==> config.mk <==
export PLATFORM = sky130hd
export DESIGN_NAME = ig_top
export DESIGN_NICKNAME = d
export VERILOG_FILES = /design/src/verilog/ig_ctrl_pkg.sv /design/src/verilog/ig_pixel_pkg.sv /design/src/verilog/ig_top.sv /design/src/verilog/ig_sequencer.sv /design/src/verilog/ig_grad_calc.sv /design/src/verilog/ig_line_buffer.sv
export VERILOG_INCLUDE_DIRS = /design/src /design/src/verilog
export SDC_FILE = /design/constraint.sdc
export NUM_CORES = 2
export LEC_CHECK = 0
export BUFFER_PORTS_ARGS = -buffer_cell sky130_fd_sc_hd__buf_2
export CORE_MARGIN = 3
export CORE_UTILIZATION = 29
export DETAILED_ROUTE_END_ITERATION = 12
export GPL_ROUTABILITY_DRIVEN = 0
export PLACE_DENSITY = 0.52
export SLEW_MARGIN = 5
export SYNTH_ARGS = -nofsm -noshare
export SYNTH_HDL_FRONTEND = slang
export SYNTH_SLANG_ARGS = --single-unit
==> constraint.sdc <==
create_clock -name clk -period 61.4 [get_ports clk]
set_clock_uncertainty 0.15 [all_clocks]
set_input_delay 18.42 -clock clk [delete_from_list [all_inputs] [get_ports clk]]
set_output_delay 18.42 -clock clk [all_outputs]
set_load 0.02 [all_outputs]
==> src/verilog/ig_params.svh <==
`ifndef IG_PARAMS_SVH
`define IG_PARAMS_SVH

// ----------------------------------------------------------------------
// image geometry
// ----------------------------------------------------------------------

// pixels per row
`define IG_IMG_W 256

// rows per image
`define IG_IMG_H 256

// word address into the image and gradient memories
`define IG_ADDR_W 16

// ----------------------------------------------------------------------
// gradient write flow control
// ----------------------------------------------------------------------

// credits held right after reset and the upper bound of the pool
`define IG_GRAD_CREDITS 4

`endif
==> src/verilog/ig_ctrl_pkg.sv <==
`include "ig_params.svh"

package ig_ctrl_pkg;

    // sequencer phases
    typedef enum logic [1:0] {
        READ,
        FLUSH,
        DRAIN,
        FINISH
    } seq_state_t;

    // holds 0..IG_GRAD_CREDITS
    typedef logic [$clog2(`IG_GRAD_CREDITS + 1) - 1:0] credit_t;

    // entries in the two-deep output queue
    typedef logic [1:0] queue_cnt_t;

endpackage

==> src/verilog/ig_pixel_pkg.sv <==
package ig_pixel_pkg;

    // grayscale sample as stored in the image memory
    typedef logic [7:0] pixel_t;

    // difference of two samples, range -255..255
    typedef logic signed [9:0] grad_comp_t;

    // one gradient memory word
    // raw is what the memory stores, parts splits it into gx (upper) and gy
    typedef union packed {
        logic [19:0] raw;
        struct packed {
            grad_comp_t gx;
            grad_comp_t gy;
        } parts;
    } grad_word_u;

endpackage

==> src/verilog/ig_top.sv <==
`timescale 1ns/1ps
`include "ig_params.svh"

module ig_top
    import ig_pixel_pkg::*;
    import ig_ctrl_pkg::*;
(
    input  logic                           clk,
    input  logic                           reset,
    output logic                           img_rd,
    output logic [`IG_ADDR_W-1:0]          img_addr,
    input  pixel_t                         img_di,
    output logic                           grad_wr,
    output logic [`IG_ADDR_W-1:0]          grad_addr,
    output logic [$bits(grad_word_u)-1:0]  grad_do,
    input  logic                           grad_credit,
    output logic                           done
);

    logic                  pix_valid;
    logic                  pix_sel_zero;
    logic                  at_last_col;
    logic                  at_last_row;
    logic [`IG_ADDR_W-1:0] out_addr;
    pixel_t                pix_in;
    pixel_t                cur_pix;
    pixel_t                right_pix;
    pixel_t                down_pix;
    queue_cnt_t            queue_cnt;
    grad_word_u            grad_word;

    // flush steps push zeros below the last row
    assign pix_in  = pix_sel_zero ? pixel_t'(0) : img_di;
    assign grad_do = grad_word.raw;

    ig_sequencer seq0 (
        .clk          (clk),
        .reset        (reset),
        .grad_credit  (grad_credit),
        .queue_cnt    (queue_cnt),
        .img_rd       (img_rd),
        .img_addr     (img_addr),
        .pix_valid    (pix_valid),
        .pix_sel_zero (pix_sel_zero),
        .at_last_col  (at_last_col),
        .at_last_row  (at_last_row),
        .out_addr     (out_addr),
        .grad_wr      (grad_wr),
        .done         (done)
    );

    ig_line_buffer lbuf0 (
        .clk       (clk),
        .reset     (reset),
        .shift     (pix_valid),
        .pix_in    (pix_in),
        .cur_pix   (cur_pix),
        .right_pix (right_pix),
        .down_pix  (down_pix)
    );

    ig_grad_calc calc0 (
        .clk         (clk),
        .reset       (reset),
        .shift       (pix_valid),
        .cur_pix     (cur_pix),
        .right_pix   (right_pix),
        .down_pix    (down_pix),
        .at_last_col (at_last_col),
        .at_last_row (at_last_row),
        .out_addr    (out_addr),
        .pop         (grad_wr),
        .grad_word   (grad_word),
        .grad_addr   (grad_addr),
        .queue_cnt   (queue_cnt)
    );

endmodule

==> src/verilog/ig_sequencer.sv <==
`timescale 1ns/1ps
`include "ig_params.svh"

module ig_sequencer
    import ig_ctrl_pkg::*;
(
    input  logic                  clk,
    input  logic                  reset,
    input  logic                  grad_credit,
    input  queue_cnt_t            queue_cnt,
    output logic                  img_rd,
    output logic [`IG_ADDR_W-1:0] img_addr,
    output logic                  pix_valid,
    output logic                  pix_sel_zero,
    output logic                  at_last_col,
    output logic                  at_last_row,
    output logic [`IG_ADDR_W-1:0] out_addr,
    output logic                  grad_wr,
    output logic                  done
);

    localparam int W      = `IG_IMG_W;
    localparam int H      = `IG_IMG_H;
    localparam int NPIX   = W * H;
    localparam int NSTEP  = NPIX + W;
    localparam int CNT_W  = $clog2(NSTEP + 1);
    localparam int LEAD_W = $clog2(W + 1);
    localparam int COL_W  = $clog2(W);
    localparam int ROW_W  = $clog2(H);

    seq_state_t        state;
    credit_t           credits;
    logic [CNT_W-1:0]  step_cnt;
    logic [CNT_W-1:0]  wr_cnt;
    logic [LEAD_W-1:0] lead_cnt;
    logic [COL_W-1:0]  out_col;
    logic [ROW_W-1:0]  out_row;
    logic              flush_q;
    logic              formed;
    logic              issue;
    logic [2:0]        occupancy;

    // ------------------------------------------------------------------
    // issue control
    // ------------------------------------------------------------------

    // queued results plus the two pipeline stages ahead of the queue
    assign occupancy = 3'(queue_cnt) + 3'(img_rd) + 3'(flush_q) + 3'(pix_valid)
                     - 3'(grad_wr);
    assign issue = ((state == READ) || (state == FLUSH)) && (occupancy < 3'd2);

    always_ff @(posedge clk) begin
        if (reset) begin
            state        <= READ;
            step_cnt     <= '0;
            img_rd       <= 1'b0;
            flush_q      <= 1'b0;
            pix_valid    <= 1'b0;
            pix_sel_zero <= 1'b0;
        end else begin
            img_rd       <= issue && (state == READ);
            flush_q      <= issue && (state == FLUSH);
            // read data or flush zero lands one cycle later
            pix_valid    <= img_rd || flush_q;
            pix_sel_zero <= flush_q;
            if (issue) begin
                step_cnt <= step_cnt + 1'b1;
            end
            case (state)
                READ: begin
                    if (issue && (step_cnt == CNT_W'(NPIX - 1))) begin
                        state <= FLUSH;
                    end
                end
                FLUSH: begin
                    if (issue && (step_cnt == CNT_W'(NSTEP - 1))) begin
                        state <= DRAIN;
                    end
                end
                DRAIN: begin
                    if (grad_wr && (wr_cnt == CNT_W'(NPIX - 1))) begin
                        state <= FINISH;
                    end
                end
                default: begin
                end
            endcase
        end
    end

    always_ff @(posedge clk) begin
        if (issue && (state == READ)) begin
            img_addr <= `IG_ADDR_W'(step_cnt);
        end
    end

    // ------------------------------------------------------------------
    // output position trails the reads by W shifts
    // ------------------------------------------------------------------

    assign formed = (lead_cnt == LEAD_W'(W));

    always_ff @(posedge clk) begin
        if (reset) begin
            lead_cnt <= '0;
            out_addr <= '0;
            out_col  <= '0;
            out_row  <= '0;
        end else if (pix_valid) begin
            if (!formed) begin
                lead_cnt <= lead_cnt + 1'b1;
            end else begin
                out_addr <= out_addr + 1'b1;
                if (at_last_col) begin
                    out_col <= '0;
                    out_row <= out_row + 1'b1;
                end else begin
                    out_col <= out_col + 1'b1;
                end
            end
        end
    end

    assign at_last_col = (out_col == COL_W'(W - 1));
    assign at_last_row = (out_row == ROW_W'(H - 1));

    // ------------------------------------------------------------------
    // credits and write count
    // ------------------------------------------------------------------

    assign grad_wr = (queue_cnt != '0) && (credits != '0);

    always_ff @(posedge clk) begin
        if (reset) begin
            credits <= credit_t'(`IG_GRAD_CREDITS);
            wr_cnt  <= '0;
        end else begin
            credits <= credits + credit_t'(grad_credit) - credit_t'(grad_wr);
            if (grad_wr) begin
                wr_cnt <= wr_cnt + 1'b1;
            end
        end
    end

    assign done = (state == FINISH);

    // the memory returns no more credits than it was given
    assert property (@(posedge clk) disable iff (reset)
        credits <= credit_t'(`IG_GRAD_CREDITS))
        else $error("credit count above its maximum");

    // reads stop at the last pixel of the image
    assert property (@(posedge clk) disable iff (reset)
        (issue && (state == READ)) |-> (step_cnt < CNT_W'(NPIX)))
        else $error("image read beyond the last pixel");

endmodule

==> src/verilog/ig_grad_calc.sv <==
`timescale 1ns/1ps
`include "ig_params.svh"

module ig_grad_calc
    import ig_pixel_pkg::*;
    import ig_ctrl_pkg::*;
(
    input  logic                  clk,
    input  logic                  reset,
    input  logic                  shift,
    input  pixel_t                cur_pix,
    input  pixel_t                right_pix,
    input  pixel_t                down_pix,
    input  logic                  at_last_col,
    input  logic                  at_last_row,
    input  logic [`IG_ADDR_W-1:0] out_addr,
    input  logic                  pop,
    output grad_word_u            grad_word,
    output logic [`IG_ADDR_W-1:0] grad_addr,
    output queue_cnt_t            queue_cnt
);

    localparam int W      = `IG_IMG_W;
    localparam int FILL_W = $clog2(W + 1);

    logic [FILL_W-1:0]     fill_cnt;
    logic                  primed;
    logic                  push;
    grad_word_u            new_word;
    grad_word_u            q_word [2];
    logic [`IG_ADDR_W-1:0] q_addr [2];
    logic                  wr_ptr;
    logic                  rd_ptr;
    queue_cnt_t            count;

    function automatic grad_comp_t pix_diff(pixel_t a, pixel_t b);
        return grad_comp_t'({2'b00, a}) - grad_comp_t'({2'b00, b});
    endfunction

    // first row only fills the line buffer
    assign primed = (fill_cnt == FILL_W'(W));
    assign push   = shift && primed;

    always_ff @(posedge clk) begin
        if (reset) begin
            fill_cnt <= '0;
        end else if (shift && !primed) begin
            fill_cnt <= fill_cnt + 1'b1;
        end
    end

    // forward differences with zeros on the right and bottom edges
    always_comb begin
        new_word.parts.gx = at_last_col ? grad_comp_t'(0) : pix_diff(right_pix, cur_pix);
        new_word.parts.gy = at_last_row ? grad_comp_t'(0) : pix_diff(down_pix, cur_pix);
    end

    // ------------------------------------------------------------------
    // two-entry output queue
    // ------------------------------------------------------------------

    always_ff @(posedge clk) begin
        if (push) begin
            q_word[wr_ptr] <= new_word;
            q_addr[wr_ptr] <= out_addr;
        end
    end

    always_ff @(posedge clk) begin
        if (reset) begin
            wr_ptr <= 1'b0;
            rd_ptr <= 1'b0;
            count  <= '0;
        end else begin
            if (push) begin
                wr_ptr <= ~wr_ptr;
            end
            if (pop) begin
                rd_ptr <= ~rd_ptr;
            end
            count <= count + queue_cnt_t'(push) - queue_cnt_t'(pop);
        end
    end

    assign grad_word = q_word[rd_ptr];
    assign grad_addr = q_addr[rd_ptr];
    assign queue_cnt = count;

    // the sequencer throttles issue so a result never meets a full queue
    assert property (@(posedge clk) disable iff (reset) push |-> (count < 2'd2))
        else $error("gradient pushed into a full queue");

endmodule

==> src/verilog/ig_line_buffer.sv <==
`timescale 1ns/1ps
`include "ig_params.svh"

module ig_line_buffer
    import ig_pixel_pkg::*;
(
    input  logic   clk,
    input  logic   reset,
    input  logic   shift,
    input  pixel_t pix_in,
    output pixel_t cur_pix,
    output pixel_t right_pix,
    output pixel_t down_pix
);

    localparam int W = `IG_IMG_W;

    // taps[0] is the newest sample, taps[W-1] the oldest
    // together with pix_in this covers one row plus one pixel
    pixel_t taps [W];

    always_ff @(posedge clk) begin
        if (reset) begin
            for (int i = 0; i < W; i++) begin
                taps[i] <= '0;
            end
        end else if (shift) begin
            taps[0] <= pix_in;
            for (int i = 1; i < W; i++) begin
                taps[i] <= taps[i-1];
            end
        end
    end

    // ------------------------------------------------------------------
    // neighbor taps
    // ------------------------------------------------------------------

    // pixel i sits at the far end once pixel i+W is on pix_in
    assign cur_pix   = taps[W-1];

    // one step newer is the next pixel in raster order
    assign right_pix = taps[W-2];

    // the incoming sample is one full row below
    assign down_pix  = pix_in;

endmodule

== Word level (Yosys, flattened, before mapping) ==
Memories as Yosys holds them, arrays and structs flattened. A register that Yosys moved wholly into a read port is not among the register bits.
Cells that the tools add are included.

* Register bits: 113
* Latch bits: 0
* Word-level logic and storage cells: 605
* Bits in writable memories: 2,120
* Bits in read-only memories: 0
* Input port bits: 11
* Memories kept: 3

{| class="wikitable"
|+ Memories
! memory !! words !! bits a word !! rd ports !! clocked after memory_dff !! wr ports !! RTL line !! text
|-
| lbuf0.taps || 256 || 8 || 256 || 0 || 256 || ig_line_buffer.sv:20 || <nowiki>pixel_t taps [W];</nowiki>
|-
| calc0.q_word || 2 || 20 || 1 || 1 || 1 || ig_grad_calc.sv:30 || <nowiki>grad_word_u q_word [2];</nowiki>
|-
| calc0.q_addr || 2 || 16 || 1 || 1 || 1 || ig_grad_calc.sv:31 || <nowiki>logic [`IG_ADDR_W-1:0] q_addr [2];</nowiki>
|}

* Equal/unequal tests: 13
* Div/mod/pow operators: 0
* Add/subtract/negate cells: 17
* Shift-type cells: 0
* Reductions and logical operators: 20
* $lt $le $gt $ge: 1
* Muxes and demuxes: 275
* Bitwise gates (word level): 259
* Multipliers: 0

{| class="wikitable"
|+ Operators by type and width
! kind !! number
|-
| two-way mux 8 bit || 258
|-
| OR 1 bit || 256
|-
| adder 17 x 1 -> 17 bit (second input constant) || 2
|-
| == test 17 x 16 -> 1 bit (second input constant) || 2
|-
| two-way mux 10 bit || 2
|-
| adder 9 x 1 -> 9 bit (second input constant) || 2
|-
| == test 9 bit (second input constant) || 2
|-
| subtractor 8 x 8 -> 9 bit || 2
|-
| == test 17 bit (second input constant) || 1
|-
| adder 16 x 1 -> 16 bit (second input constant) || 1
|-
| adder 8 x 1 -> 8 bit (second input constant) || 2
|-
| == test 8 bit (second input constant) || 2
|-
| two-way mux 1 bit || 11
|-
| adder 3 x 1 -> 3 bit || 3
|-
| logical AND 1 bit || 9
|-
| two-way mux 2 bit || 3
|-
| one-hot mux 2 bit (3 select lines) || 1
|-
| nonzero test 3 bit || 2
|-
| subtractor 3 x 1 -> 3 bit || 2
|-
| == test 2 bit (second input constant) || 2
|-
| != test 2 bit (second input constant) || 2
|-
| AND reduction 2 bit || 2
|-
| AND reduction 4 bit || 1
|-
| adder 2 x 1 -> 3 bit || 1
|-
| 11 further kinds || 14
|}

== Longest topological paths before layout ==
* Depth in word-level cells: 9
* Depth in mapped cells: 13

== By module ==
A second synthesis with hierarchy kept.

* Cell total of the unflattened synthesis: 5,228
* Area, all modules: 86,948.4 sq um

{| class="wikitable"
|+ By module, submodules not included
! module !! area each (sq um) !! instances !! seq. area each (sq um) !! cells an instance
|-
| ig_line_buffer || 78,576.6 || 1 || 61,499.0 || 4,464
|-
| ig_sequencer || 4,406.7 || 1 || 2,162.1 || 466
|-
| ig_grad_calc || 3,915.0 || 1 || 2,322.2 || 290
|-
| ig_top || 50.0 || 1 || 0.0 || 8
|}

== Worst setup path after synthesis ==
Ideal clock, no wire load.

* Path kind: input-to-reg
* Start: input reset
* End: memory lbuf0.taps[0][0] (netlist bit) (enable)
* Arrival: 43.396 ns
* Path slack: 16.253 ns
* Stages: 4
* Path buffers: 3
* Path through: clkbuf_1 > clkbuf_1 > clkbuf_1 > or2_2

{| class="wikitable"
|+ RTL lines
! what !! RTL line !! text
|-
| start, declared || ig_top.sv:9 || <nowiki>input logic reset,</nowiki>
|-
| end, declared || ig_line_buffer.sv:20 ||
|}

==> flow_metrics.tcl <==
set metrics [dict create \
    outcome "complete, no violations" \
    via_per_inst 4.027 \
    grt_pass1_vias 36290 \
    ctsHoldBuffers 0 \
    cts_made_buffers 220 \
    syn_inst 5081 \
    grt_max_degree 300 \
    async_reset_ff_share_pct 0 \
    ir_drop_uv 26.25 \
    htreeDepth 4 \
    vias 36710 \
    synth_commonest_cells "edfxtp_1, and2_1, nor2b_1" \
    period_minus_slack_ns 23.70 \
    die_w_um 542.2 \
    worst-r2r-setup-slack_ns 55.17 \
    synth-seq-cells 2230 \
    hold_viol_final 0 \
    wl_mm 115.6 \
    post-route-drc-count 0 \
    rsz0062_at_grt "false" \
    tns_ns 0 \
    grt_pass1_wl_mm 194.5 \
    antenna_found_initial 1 \
    num-nets-final 5213 \
    synth_edf_count 2132 \
    yosys_warnings 0 \
    synthesis.nets 5135 \
    synth_area_leaders "edfxtp_1, and2_1, nor2b_1" \
    hold_path.class "reg -> reg" \
    synth_top_area_share_pct 76.78 \
    regToRegEndpoint "lbuf0.taps[13][15]$_SDFFCE_PN0P_" \
    clk_latency_ns 0.84 \
    yosysMostFrequentCell "edfxtp_1" \
    hold_path_end "seq0.out_row[1]$_SDFFE_PP0P_" \
    overflow 0 \
    dr.pass1.iters 5 \
    power.leakage_nw 33.55 \
    numClockSinks 2230 \
    worstPathMaxFanout 185 \
    synth_area_um2 83380 \
    cts_tree "done" \
    hp-start "seq0.out_row[1]$_SDFFE_PP0P_" \
    worst_hold_slack_ns 0.3261 \
    die-area_um2 294000 \
    dominantRegCellSynth "edfxtp_1" \
    timing.final.max_slew_violations 0 \
    antenna_left 0 \
    syn_area_per_cell_um2 16.41 \
    fmax_mhz 42.19 \
    setup_viol 0 \
    yosysSeqAreaShare_pct 79.13 \
    fin_crit_sh_pct 38.61 \
    cts_root_buf "clkbuf_16" \
    slew_headroom_pct 23.40 \
    wl_per_cell_um 12.68 \
    tightestPinTransition_ns 1.149 \
    setup_ws_ns 37.70 \
    ios 66 \
    yosysTopAreaCell "edfxtp_1" \
    pre_cts_ws_ns 36.74 \
    track_usage_pct 7.784 \
    hold_depth 2 \
    end_kind "flip-flop" \
    reg2reg_depth 6 \
    drt-initial-drc-count 3235 \
    cp_data_required_time_ns 61.70 \
    area_growth_pct 13.90 \
    drive_above_1_share_pct 8.874 \
    fill_cells 27400 \
    cp.arrival_ns 24.01 \
    drv_cap 0 \
    p_per_area_nw_per_um2 38.35 \
    critical_path.startpoint_type "input pin" \
    post-dp-hpwl_mm 52.12 \
    rows 196 \
    clk_pin_slew_ns 0.06 \
    die_h_um 542.2 \
    r2r_start "seq0.pix_valid$_SDFF_PP0_" \
    core_um2 285700 \
    ys_types 43 \
    start_util_pct 29.19 \
    cts_buffer_depth 3 \
    cts_setup_buffers 0 \
    cts_resized 0 \
    portBuffers 65 \
    crit_type "in -> reg" \
]
[per-stage QoR]
step,area [um^2],utilization (%),total power [mW],instances
5_1_grt,94970,33.24,3.822,9116
6_report,94970,33.24,3.642,9116
4_1_cts,94970,33.24,3.710,9115
3_5_place_dp,87840,30.75,2.357,8699
2_1_floorplan,83380,-,2.469,5081
3_3_place_gp,87840,30.75,2.352,8699
[kinds of logic (layout without fill, tap and decap cells)]
group	after synthesis	in the layout	synth area share [%]
AOI/OAI and AO/OA	61	61	0.4337
xor gates and xnor gates	76	76	0.7983
adders and majority gates	43	43	0.6903
buffers and inverters	286	558	1.325
DFF	2230	2230	79.13
muxes	37	37	0.4952
other	0	1	0
and+or+nand+nor	2348	2348	17.13
[critical path, cell delays in order]
cell    delay, ns
buf_8        0.40
or2_4        0.64
buf_4        0.84
buf_4        0.72
buf_12       0.73
buf_4        0.85
buf_4        0.98
[flip-flops by register name (all words and copies together) (netlist names), 3 cells and up, named ones only]
| register | cells |
|---|---|
| lbuf0.taps | 2048 |
| calc0.q_word | 36 |
| calc0.q_addr | 32 |
| seq0.step_cnt | 17 |
| seq0.wr_cnt | 17 |
| seq0.img_addr | 16 |
| seq0.out_addr | 16 |
| calc0.fill_cnt | 9 |
| seq0.lead_cnt | 9 |
| seq0.out_col | 8 |
| seq0.out_row | 8 |
| seq0.credits | 3 |
[area by class of cell]
type                       count  area (um^2)  area share (%)
tap                         3762         4707           4.956
clock inverter               136         1316           1.386
multi-input combinational   2565        16310           17.17
timing repair buffer         109        715.7          0.7536
antenna                        1        2.502        0.002635
sequential                  2230        65980           69.48
inverter                      33        123.9          0.1304
clock buffer                 280         5812           6.120
[layout by cell type, fill, tap and decap left out, drive strengths merged, types with 32 or more instances in the layout]
cell    netlist  layout
nor2b      1026    1026
xnor2        32      32
xor2         44      44
dfxtp        98      98
nor2        127     127
ha           38      38
edfxtp     2132    2132
and2       1042    1042
clkbuf      232     280
clkinv        0      97
nand2        45      45
buf          21     109
mux2         34      34
inv          33      41
[per-layer routing]
| layer | vias up | part of all wire (%) | global-route usage, % |
|---|---|---|---|
| li1 | 17830 | - | - |
| met1 | 18300 | 53 | 12.13 |
| met2 | 395 | 41 | 10.38 |
| met3 | 188 | 4.0 | 1.925 |
| met4 | 0 | 2.1 | 2.555 |
| met5 | - | 0 | 0 |
[how the worst max path moves through the flow]
| stage | from | end | slack (ns) | cells after the start |
|---|---|---|---|---|
| floorplan | reset | lbuf0.taps[0][0]$_SDFFCE_PN0P_ | 16.25 | 4 |
| global placement | reset | lbuf0.taps[12][15]$_SDFFCE_PN0P_ | 36.94 | 7 |
| detailed placement | reset | lbuf0.taps[12][15]$_SDFFCE_PN0P_ | 36.74 | 7 |
| CTS | reset | lbuf0.taps[21][26]$_SDFFCE_PN0P_ | 37.70 | 7 |
| global route | reset | lbuf0.taps[17][10]$_SDFFCE_PN0P_ | 37.26 | 7 |
| finish | reset | lbuf0.taps[13][15]$_SDFFCE_PN0P_ | 37.70 | 7 |
[power by group]
| part | leakage (nW) | switching, mW | internal, mW |
|---|---|---|---|
| logic | 7.13 | 0.203 | 0.103 |
| clock network | 3.46 | 0.573 | 0.749 |
| registers | 23.0 | 0.0531 | 1.96 |
No activity file was read; power rests on OpenSTA's default activity.
